--- src/common/gameport_pkg.sv ---
`default_nettype none

package gameport_pkg;

	// button mode select from the host side
	typedef enum logic [1:0] {
		STD2        = 2'd0,
		FOUR_BUTTON = 2'd1,
		GRAVIS      = 2'd2
	} mode_e;

	// bit positions inside the 14-bit digital button word
	// a set bit means the button is held
	parameter logic [3:0] DIG_RIGHT  = 4'd0;
	parameter logic [3:0] DIG_LEFT   = 4'd1;
	parameter logic [3:0] DIG_DOWN   = 4'd2;
	parameter logic [3:0] DIG_UP     = 4'd3;
	parameter logic [3:0] DIG_B1     = 4'd4;
	parameter logic [3:0] DIG_B2     = 4'd5;
	parameter logic [3:0] DIG_B3     = 4'd6;
	parameter logic [3:0] DIG_B4     = 4'd7;
	parameter logic [3:0] DIG_START  = 4'd8;
	parameter logic [3:0] DIG_SELECT = 4'd9;
	parameter logic [3:0] DIG_R1     = 4'd10;
	parameter logic [3:0] DIG_L1     = 4'd11;
	parameter logic [3:0] DIG_R2     = 4'd12;
	parameter logic [3:0] DIG_L2     = 4'd13;

	// axis one-shot count width and load values
	parameter int unsigned AXIS_W = 9;
	parameter logic [AXIS_W-1:0] AXIS_MIN    = 9'd8;
	parameter logic [AXIS_W-1:0] AXIS_CENTER = 9'd200;
	parameter logic [AXIS_W-1:0] AXIS_MAX    = 9'd391;
	// close to centre so a stick reads as present before the first write
	parameter logic [AXIS_W-1:0] AXIS_RESET  = 9'd197;

	// gravis gamepad pro serial frame length in bits
	parameter int unsigned GRAVIS_FRAME_LEN = 24;

endpackage

`default_nettype wire

--- src/gameport/axis_oneshot.sv ---
`default_nettype none

// one analog axis of the game port
// the count is loaded by a port write and runs down on the shared tick,
// the host times how long the axis bit stays high
module axis_oneshot
	import gameport_pkg::*;
(
	input  wire logic              clk,
	input  wire logic              rst_n,
	// write strobe from the host, loads a new count
	input  wire logic              fire,
	// count to load, already scaled by the core
	input  wire logic [AXIS_W-1:0] load_value,
	// prescaler pulse, one per count step
	input  wire logic              tick,
	// high while the count is still running
	output logic                   active
);

	// remaining ticks until the axis bit drops
	logic [AXIS_W-1:0] count;
	logic              count_zero;

	assign count_zero = (count == '0);

	always_ff @(posedge clk or negedge rst_n) begin
		if (!rst_n) begin
			// start near centre so the axis looks connected
			count <= AXIS_RESET;
		end else if (fire) begin
			// a new write always restarts the one-shot,
			// even if a tick lands in the same cycle
			count <= load_value;
		end else if (tick && !count_zero) begin
			count <= count - 1'b1;
		end
	end

	// decoded straight from the register,
	// valid one cycle after the fire pulse
	assign active = !count_zero;

endmodule

`default_nettype wire

--- src/gameport/gameport_core.sv ---
`default_nettype none

// game port function block
// four axis one-shots on a shared prescaler, the gravis serial encoder and
// the button mux, all folded into the status byte
module gameport_core
	import gameport_pkg::*;
#(
	// prescaler terminal count, one axis step every TICK_DIV+1 cycles
	parameter int TICK_DIV   = 265,
	parameter int GRAVIS_DIV = 2262
) (
	input  wire logic        clk,
	input  wire logic        rst_n,
	input  wire logic [13:0] dig_1,
	input  wire logic [13:0] dig_2,
	// low byte is X, high byte is Y, both signed
	input  wire logic [15:0] ana_1,
	input  wire logic [15:0] ana_2,
	input  wire logic [1:0]  mode,
	input  wire logic        fire,
	output logic [7:0]       status_now
);

	localparam int PRESC_W = (TICK_DIV > 0) ? $clog2(TICK_DIV + 1) : 1;

	mode_e              mode_sel;
	logic [PRESC_W-1:0] presc;
	logic               tick;
	// axis order is X1, Y1, X2, Y2
	logic [3:0][AXIS_W-1:0] load_value;
	logic [3:0]         axis_active;
	logic               gclk;
	logic [1:0]         gdata;
	// b4 b3 b2 b1, low means pressed on the port
	logic [3:0]         btn;

	// count for one axis
	// an analog deflection wins, scaled by 1.5 around centre,
	// otherwise the digital directions pick one of three fixed points
	function automatic logic [AXIS_W-1:0] axis_load(input logic [7:0] raw,
			input logic to_min, input logic to_max);
		logic [AXIS_W-1:0] ext;
		logic [AXIS_W-1:0] val;
		ext = AXIS_W'($signed(raw));
		// arithmetic half, wraps modulo 512 like the count register
		val = ext + {ext[AXIS_W-1], ext[AXIS_W-1:1]} + AXIS_CENTER;
		if (raw != 8'd0)
			return val;
		else if (to_min)
			return AXIS_MIN;
		else if (to_max)
			return AXIS_MAX;
		else
			return AXIS_CENTER;
	endfunction

	assign mode_sel = mode_e'(mode);

	// prescaler, restarted by every write so the axes start in phase
	assign tick = (presc == PRESC_W'(TICK_DIV));

	always_ff @(posedge clk or negedge rst_n) begin
		if (!rst_n)
			presc <= '0;
		else if (fire || tick)
			presc <= '0;
		else
			presc <= presc + 1'b1;
	end

	// left and up go to the short end of the range
	assign load_value[0] = axis_load(ana_1[7:0],  dig_1[DIG_LEFT], dig_1[DIG_RIGHT]);
	assign load_value[1] = axis_load(ana_1[15:8], dig_1[DIG_UP],   dig_1[DIG_DOWN]);
	assign load_value[2] = axis_load(ana_2[7:0],  dig_2[DIG_LEFT], dig_2[DIG_RIGHT]);
	assign load_value[3] = axis_load(ana_2[15:8], dig_2[DIG_UP],   dig_2[DIG_DOWN]);

	for (genvar i = 0; i < 4; i++) begin : g_axis
		axis_oneshot axis_i (
			.clk        (clk),
			.rst_n      (rst_n),
			.fire       (fire),
			.load_value (load_value[i]),
			.tick       (tick),
			.active     (axis_active[i])
		);
	end

	gravis_frame_tx #(
		.GRAVIS_DIV (GRAVIS_DIV)
	) gravis_i (
		.clk   (clk),
		.rst_n (rst_n),
		.dig_1 (dig_1),
		.dig_2 (dig_2),
		.gclk  (gclk),
		.gdata (gdata)
	);

	// button mux, registered once
	always_ff @(posedge clk or negedge rst_n) begin
		if (!rst_n) begin
			btn <= 4'b1111;
		end else begin
			case (mode_sel)
				// serial pad, clock on b1/b3 and data on b2/b4
				GRAVIS:      btn <= {gdata[1], gclk, gdata[0], gclk};
				FOUR_BUTTON: btn <= ~{dig_1[DIG_B4], dig_1[DIG_B3], dig_1[DIG_B2], dig_1[DIG_B1]};
				// two sticks, also the fallback for the unused code 3
				default:     btn <= ~{dig_2[DIG_B2], dig_2[DIG_B1], dig_1[DIG_B2], dig_1[DIG_B1]};
			endcase
		end
	end

	assign status_now = {btn, axis_active[3], axis_active[2], axis_active[1], axis_active[0]};

endmodule

`default_nettype wire

--- src/gameport/gravis_frame_tx.sv ---
`default_nettype none

// serial encoder for the gravis gamepad pro
// gclk runs at about 20 kHz with the default divider, gdata changes on the
// rising edge and the host samples it on the falling edge
// bit 0 of gdata is player 1, bit 1 is player 2
module gravis_frame_tx
	import gameport_pkg::*;
#(
	// half period of gclk in cycles, minus one
	parameter int GRAVIS_DIV = 2262
) (
	input  wire logic        clk,
	input  wire logic        rst_n,
	input  wire logic [13:0] dig_1,
	input  wire logic [13:0] dig_2,
	output logic             gclk,
	output logic [1:0]       gdata
);

	localparam int DIV_W = (GRAVIS_DIV > 0) ? $clog2(GRAVIS_DIV + 1) : 1;
	localparam int POS_W = $clog2(GRAVIS_FRAME_LEN);

	logic [DIV_W-1:0] div_cnt;
	logic [POS_W-1:0] pos;
	logic             half_done;
	logic             rise;

	// frame bit for one player at a given position
	// header is 0 then five 1s, each button group is led by a 0
	function automatic logic frame_bit(input logic [POS_W-1:0] p, input logic [13:0] dig);
		logic b;
		case (p)
			5'd1, 5'd2, 5'd3, 5'd4, 5'd5: b = 1'b1;
			// first group
			5'd7:  b = dig[DIG_SELECT];
			5'd8:  b = dig[DIG_START];
			5'd9:  b = dig[DIG_R2];
			5'd10: b = dig[DIG_B4];
			// second group
			5'd12: b = dig[DIG_L2];
			5'd13: b = dig[DIG_B2];
			5'd14: b = dig[DIG_B1];
			5'd15: b = dig[DIG_B3];
			// third group
			5'd17: b = dig[DIG_L1];
			5'd18: b = dig[DIG_R1];
			5'd19: b = dig[DIG_UP];
			5'd20: b = dig[DIG_DOWN];
			// last group has two bits only
			5'd22: b = dig[DIG_RIGHT];
			5'd23: b = dig[DIG_LEFT];
			// position 0 and the separators 6, 11, 16, 21
			default: b = 1'b0;
		endcase
		return b;
	endfunction

	assign half_done = (div_cnt == DIV_W'(GRAVIS_DIV));
	// gclk about to go high
	assign rise = half_done && !gclk;

	always_ff @(posedge clk or negedge rst_n) begin
		if (!rst_n) begin
			div_cnt <= '0;
			gclk    <= 1'b0;
		end else if (half_done) begin
			div_cnt <= '0;
			gclk    <= !gclk;
		end else begin
			div_cnt <= div_cnt + 1'b1;
		end
	end

	// data and position move together with the rising edge of gclk
	always_ff @(posedge clk or negedge rst_n) begin
		if (!rst_n) begin
			pos   <= '0;
			gdata <= 2'b00;
		end else if (rise) begin
			gdata <= {frame_bit(pos, dig_2), frame_bit(pos, dig_1)};
			if (pos == POS_W'(GRAVIS_FRAME_LEN - 1))
				pos <= '0;
			else
				pos <= pos + 1'b1;
		end
	end

endmodule

`default_nettype wire

--- src/gameport_top.sv ---
`default_nettype none

// pc game port controller
// host handshake in front of the game port core
module gameport_top #(
	parameter int TICK_DIV   = 265,
	parameter int GRAVIS_DIV = 2262
) (
	input  wire logic        clk,
	input  wire logic        rst_n,
	// host side
	input  wire logic        req,
	input  wire logic        we,
	input  wire logic [1:0]  mode,
	output logic             ack,
	output logic [7:0]       status,
	// game devices
	input  wire logic [13:0] dig_1,
	input  wire logic [13:0] dig_2,
	input  wire logic [15:0] ana_1,
	input  wire logic [15:0] ana_2
);

	logic       fire;
	logic       rd_stb;
	logic [7:0] status_now;

	io_req_ack req_ack_i (
		.clk        (clk),
		.rst_n      (rst_n),
		.req        (req),
		.we         (we),
		.ack        (ack),
		.status     (status),
		.fire       (fire),
		.rd_stb     (rd_stb),
		.status_now (status_now)
	);

	gameport_core #(
		.TICK_DIV   (TICK_DIV),
		.GRAVIS_DIV (GRAVIS_DIV)
	) core_i (
		.clk        (clk),
		.rst_n      (rst_n),
		.dig_1      (dig_1),
		.dig_2      (dig_2),
		.ana_1      (ana_1),
		.ana_2      (ana_2),
		.mode       (mode),
		.fire       (fire),
		.status_now (status_now)
	);

endmodule

`default_nettype wire

--- src/io_req_ack.sv ---
`default_nettype none

// four-phase req/ack slave for the port
// a request gives one strobe, ack then stays up until the host lets go
module io_req_ack (
	input  wire logic       clk,
	input  wire logic       rst_n,
	input  wire logic       req,
	// high for a write, sampled with req
	input  wire logic       we,
	output logic            ack,
	// read data, held while ack is high
	output logic [7:0]      status,
	output logic            fire,
	output logic            rd_stb,
	input  wire logic [7:0] status_now
);

	typedef enum logic [1:0] {
		IDLE,
		ACK_HIGH,
		WAIT_RELEASE
	} state_e;

	state_e state;
	logic   accept;

	// strobes come out in the cycle req is seen, ack follows on the edge
	assign accept = (state == IDLE) && req;
	assign fire   = accept && we;
	assign rd_stb = accept && !we;
	assign ack    = (state != IDLE);

	always_ff @(posedge clk or negedge rst_n) begin
		if (!rst_n) begin
			state <= IDLE;
		end else begin
			case (state)
				IDLE:         if (req) state <= ACK_HIGH;
				// first ack cycle, a short req may already be gone
				ACK_HIGH:     state <= req ? WAIT_RELEASE : IDLE;
				WAIT_RELEASE: if (!req) state <= IDLE;
				default:      state <= IDLE;
			endcase
		end
	end

	// capture on the same edge that raises ack, so data is valid with ack
	always_ff @(posedge clk) begin
		if (rd_stb)
			status <= status_now;
	end

endmodule

`default_nettype wire

--- config.mk ---
export PLATFORM = sky130hd
export DESIGN_NAME = gameport_top
export DESIGN_NICKNAME = d
export VERILOG_FILES = /design/src/common/gameport_pkg.sv /design/src/gameport/axis_oneshot.sv /design/src/gameport/gameport_core.sv /design/src/gameport/gravis_frame_tx.sv /design/src/gameport_top.sv /design/src/io_req_ack.sv
export SDC_FILE = /design/constraint.sdc
export NUM_CORES = 1
export LEC_CHECK = 0
export CELL_PAD_IN_SITES_DETAIL_PLACEMENT = 0
export CELL_PAD_IN_SITES_GLOBAL_PLACEMENT = 1
export CORE_UTILIZATION = 45
export CTS_CLUSTER_SIZE = 24
export DETAILED_ROUTE_END_ITERATION = 7
export DONT_BUFFER_PORTS = 1
export GPL_TIMING_DRIVEN = 0
export MAX_ROUTING_LAYER = met4
export PLACE_DENSITY_LB_ADDON = 0.1
export SLEW_MARGIN = 10
export SYNTH_ARGS = -nofsm -noshare
export SYNTH_HDL_FRONTEND = slang
export SYNTH_SLANG_ARGS = --single-unit
--- constraint.sdc ---
create_clock -name clk -period 6.3 [get_ports clk]
set_input_delay 1.89 -clock clk [delete_from_list [all_inputs] [get_ports clk]]
set_output_delay 1.89 -clock clk [all_outputs]
set_load 0.1 [all_outputs]
---- After elaboration in Yosys (flattened, before gate mapping) ----
Cells that the tools add are included.
word-level totals
  memory bits (writable) .................. 0
  logic and storage cells ................. 117
  bits of input ports ..................... 66
  bits in latches ......................... 0
  memories ................................ 0
  ROM bits ................................ 0
  output and inout port bits .............. 9
  register bits after elaboration ......... 79
operators by class
  $add $sub $neg .......................... 15
  reduce and logical (&&, ||, !) cells .... 31
  eq/ne operators ......................... 27
  mux-type cells .......................... 30
  magnitude comparators ................... 0
  shift operators ......................... 0
  $mul .................................... 0
  divide/modulo/power cells ............... 0
  bitwise logic cells ..................... 2
operators with widths
  cell                                              number
  2-to-1 mux 9 bit                                  21
  adder 8 x 7 -> 9 bit                              4
  adder 9 x 8 -> 9 bit, second input constant       4
  logical NOT 9 bit                                 4
  subtractor 9 x 1 -> 9 bit, second input constant  4
  == test 5 x 4 -> 1 bit, second input constant     7
  nonzero test 8 bit                                4
  == test 5 bit, second input constant              6
  case mux 1 bit (15 select lines)                  2
  == test 5 x 3 -> 1 bit, second input constant     3
  adder 12 x 1 -> 12 bit, second input constant     1
  == test 12 bit, second input constant             1
  2-to-1 mux 12 bit                                 1
  == test 5 x 2 -> 1 bit, second input constant     2
  nonzero test 2 bit                                5
  adder 9 x 1 -> 9 bit, second input constant       1
  == test 9 bit, second input constant              1
  logical AND 1 bit                                 8
  NOT 4 bit                                         2
  case mux 4 bit (2 select lines)                   1
  logical NOT 1 bit                                 6
  2-to-1 mux 2 bit                                  3
  case mux 2 bit (3 select lines)                   1
  adder 5 x 1 -> 5 bit, second input constant       1
  9 further kinds                                   12

---- Longest topological paths before layout ----
  depth in word-level cells ............... 5
  gate-level depth with buffers ........... 9
  mapped depth without buffers ............ 9

---- Cells and area by module ----
A second synthesis with hierarchy kept.
unflattened totals
  cell total of the unflattened synthesis .. 801
  area total of the unflattened synthesis .. 6840.3 µm²
by module, submodules not included
  module           sequential area each (µm²)  area each (µm²)  cells an instance  times used
  gameport_core    330.3                       2717.6           353                1
  axis_oneshot     230.2                       629.4            74                 4
  gravis_frame_tx  500.5                       1267.5           136                1
  io_req_ack       290.3                       337.8            16                 1

---- Worst setup path after synthesis ----
OpenSTA, ideal clock, no wires.
  path kind ............................... input to register
  start point ............................. input port ana_2[3]
  end point ............................... register core_i.g_axis[2].axis_i.count[7]
  path slack .............................. 2.756 ns
  required time ........................... 6.207 ns
  stages .................................. 9
  arrival time ............................ 3.451 ns
  setup time .............................. 0.093 ns
  buffers on the path ..................... 0
  cell sequence ........................... inv_1 > ha_1 > inv_1 > ha_1 > nor2b_1 > o31a_1 > o21a_1 > o311ai_0 > o22ai_1
on the way
  longest elaborated chain between the ends .. 4
  elaborated cells between the ends (all ways) .. 5
  those cells by class .................... add/sub: 2; mux: 2; reduce/logical: 1
RTL lines
  element                 line                 source
  start: declaration      gameport_top.sv:21   input wire logic [15:0] ana_2
  adder 8 x 7 -> 9 bit    gameport_core.sv:47  val = ext + {ext[AXIS_W-1], ext[AXIS_W-1:1]} + AXIS_CENTER;
  adder 9 x 8 -> 9 bit    gameport_core.sv:47
  2-to-1 mux 9 bit (*)    gameport_core.sv:48  if (raw != 8'd0)
  2-to-1 mux 9 bit (*)    axis_oneshot.sv:31   end else if (fire) begin
  end signal: assignment  axis_oneshot.sv:34   count <= load_value;
  end signal: assignment  axis_oneshot.sv:36   count <= count - 1'b1;
  end: declaration        axis_oneshot.sv:22   logic [AXIS_W-1:0] count;
Every way passes the cells marked *; elsewhere a longest branch is shown, timed or not.
A chain may end at the register's enable or synchronous reset.

---- Worst setup path in the final report ----
  start point ............................. input port ana_1[1]
  end point ............................... register core_i.g_axis[0].axis_i.count[7]
on the way
  longest elaborated chain between the ends .. 4
  elaborated cells between the ends (all ways) .. 5
  those cells by class .................... add/sub: 2; mux: 2; reduce/logical: 1
RTL lines
  element                 line                 source
  start: declaration      gameport_top.sv:20   input wire logic [15:0] ana_1,
  adder 8 x 7 -> 9 bit    gameport_core.sv:47
  adder 9 x 8 -> 9 bit    gameport_core.sv:47
  2-to-1 mux 9 bit (*)    gameport_core.sv:48
  2-to-1 mux 9 bit (*)    axis_oneshot.sv:31
  end signal: assignment  axis_oneshot.sv:34
  end signal: assignment  axis_oneshot.sv:36
  end: declaration        axis_oneshot.sv:22
Marked as above.

==> results.py <==
metrics = {
    "finish": {
        "syn2layout_area_growth_pct": 8.303,
        "layout_common_cells": "inv_1, ha_1, nor2_1, dfrtp_1",
        "seq_area_um2": 2042,
        "n_antenna_cell": 0,
        "final_cells": 927,
        "fin_util_pct": 50.25,
        "final_common_cell": "inv_1",
        "multi_input_area_um2": 4018,
        "fin_area_um2": 7002,
        "drive_above_1_share_pct": 7.363,
        "final_nets": 892,
        "fill_cells": 1307,
    },
    "synth": {
        "syn_inst": 731,
        "syn_nets": 881,
        "synth-seq-cells": 79,
        "synthArstFlopShare_pct": 89.87,
        "post_synth.cell_area_avg_um2": 8.844,
        "yosys_warnings": 0,
        "synth.top_cell.area_share_pct": 19.74,
        "yosysTopAreaCell": "dfrtp_1",
        "synth_flop_cell": "dfrtp_1",
        "synth_area_leaders": "dfrtp_1, ha_1, dfstp_2, inv_1, edfxtp_1",
        "synth_cell_types": 72,
        "synth_area_um2": 6465,
        "synth.yosys.seq_area_share_pct": 31.59,
        "synth_edf_count": 8,
    },
    "critical_path": {
        "path_max_fanout": 3,
        "end_kind": "flop",
        "required_ps": 6580,
        "cp.arrival_ps": 3680,
        "start_kind": "input pin",
        "criticalPathCategory": "input pin to flop",
    },
    "power_and_ir_drop": {
        "leakage_nw": 3.041,
        "combPwrFrac_pct": 26.6,
        "switchingPower_uw": 628.6,
        "sequentialPowerShare_pct": 43.0,
        "clockPowerShare_pct": 30.4,
        "p_int_mw": 1.196,
        "ir_worst_vdd_mv": 0.2022,
        "finalPower_mw": 1.824,
        "swShare_pct": 34.46,
        "power.density_nw_per_um2": 260.5,
    },
    "clock_tree": {
        "cts_tree": "yes",
        "cts_max_level": 3,
        "clkLatencyLatePin_ps": 350,
        "cts.sinks": 79,
        "cts_buffers": 9,
        "cts_root_buf": "clkbuf_16",
        "cts_resized": 0,
        "clk_pin_slew_ps": 60,
        "clock_path_buffers": 2,
        "cts_setup_buffers": 0,
        "cts_hold_repair.buffers": 0,
    },
    "run_status": {
        "status": "complete, no violations",
    },
    "die": {
        "die_w_um": 121.9,
        "die_area_um2": 14850,
        "coreArea_um2": 13930,
        "start_util_pct": 46.39,
        "io_pins": 75,
        "die_h_um": 121.9,
        "rows": 43,
    },
    "grt": {
        "grt-ovfl-total": 0,
        "grt_pass1_wl_mm": 26.12,
        "grt_pass1_vias": 5279,
        "antenna_found_initial": 0,
        "grt_max_degree": 72,
        "grt_usage_pct": 23.41,
    },
    "timing": {
        "fin_crit_sh_pct": 53.99,
        "post-route-min-period_ps": 3402,
        "finalSetupViolCount": 0,
        "worst_slack_ps": 2898,
        "skew_ps": 6.576,
        "worst_pin_slew_ps": 920.3,
        "slew_headroom_pct": 38.78,
        "slew_violations": 0,
        "max_freq_mhz": 294.0,
        "hold_viol_final": 0,
        "fin_tns_setup_ps": 0,
        "rsz0062_at_grt": "false",
        "holdWs_ps": 506.7,
    },
    "placed_design": {
        "dp_hpwl_mm": 11.97,
        "port_buffers": 0,
        "dpl.cell_count": 911,
        "pre_cts_ws_ps": 2530,
        "dpl-instance-area_um2": 6690,
        "gp_congestion": 0.8627,
    },
    "routing": {
        "postRouteAntennaNets": 0,
        "routed_wl_mm": 15.70,
        "vias": 5288,
        "drt_pass1_iterations": 6,
        "drc": 0,
        "wl_per_cell_um": 16.93,
        "drt-initial-drc-count": 371,
        "vias_per_cell": 5.704,
    },
    "worst_hold_path": {
        "hp-class": "flop to flop",
    },
    "job": {
        "cap_violations": 0,
    },
}
flip-flops by register name (all words and copies together), names as in the netlist:
name / count
core_i.btn: 4
core_i.g_axis.axis_i.count: 36
core_i.gravis_i.div_cnt: 12
core_i.gravis_i.gclk: 1
core_i.gravis_i.gdata: 2
core_i.gravis_i.pos: 5
core_i.presc: 9
req_ack_i.state: 2
req_ack_i.status: 8
worst paths after layout:
kind                                                 startpoint                                           end  slack, ps  depth (start not counted)
min reg2reg                core_i.gravis_i.div_cnt[9]$_DFF_PN0_          core_i.gravis_i.div_cnt[9]$_DFF_PN0_        510                          1
max in group asynchronous                                 rst_n  core_i.g_axis[1].axis_i.count[0]$_DFFE_PN1P_       4830                          0
min in group asynchronous                                 rst_n  core_i.g_axis[0].axis_i.count[8]$_DFFE_PN0P_       1230                          0
min                        core_i.gravis_i.div_cnt[9]$_DFF_PN0_          core_i.gravis_i.div_cnt[9]$_DFF_PN0_        510                          1
max                                                    ana_1[1]  core_i.g_axis[0].axis_i.count[7]$_DFFE_PN1P_       2900                          9
max reg2reg                           core_i.presc[1]$_DFF_PN0_  core_i.g_axis[2].axis_i.count[8]$_DFFE_PN0P_       3880                          7
cell usage after synthesis, drive strengths merged, types with 16 or more instances:
cell	count
inv	84
ha	80
nor2	62
dfrtp	51
nand2	40
o21ai	39
a21oi	36
nand3	27
xor2	25
xnor2	23
dfstp	20
nor3	19
nand4	17
clkbuf	16
cell type report:
class                      instances  share of cell area (%)
buffer                            21                   1.287
clock buffer                       9                   3.217
clock inverter                     7                   1.233
inverter                          84                   4.503
multi-input combinational        547                   57.38
sequential                        79                   29.16
tap                              180                   3.217
per-layer routing:
metal / share of wire [%] / track usage, % / vias up
met5: 0 / - / -
met4: 1.1 / 6.173 / 0
met3: 3.8 / 4.401 / 14
met2: 49 / 38.14 / 98
met1: 46 / 29.70 / 2527
li1: - / - / 2649
power groups by stage:
stage | sequential [mW] | combinational (mW) | clock (mW)
2_1_floorplan | 0.762 | 0.391 | 0
3_3_place_gp | 0.788 | 0.471 | 0
3_5_place_dp | 0.793 | 0.483 | 0
4_1_cts | 0.784 | 0.488 | 0.569
5_1_grt | 0.800 | 0.551 | 0.586
6_report | 0.784 | 0.485 | 0.555
kinds of logic (layout without fill, tap and decap cells):
kind of cell	after synthesis	count (layout)	synth area share, %
muxes	10	10	1.587
buffers and inverters	105	121	6.270
DFF	79	79	31.58
adders and majority gates	84	84	16.72
xor gates and xnor gates	48	48	6.503
AOI/OAI and AO/OA	159	159	16.53
and+or+nand+nor	246	246	20.81
worst max-delay path, stage by stage:
cell     delay, ps
ha_1           260
ha_1           200
inv_1           70
fa_1           370
nor2b_1        200
o31a_1         190
o22ai_1        100
mux2i_1        150
o31a_1         250
No activity file was read; power rests on OpenSTA's default activity.
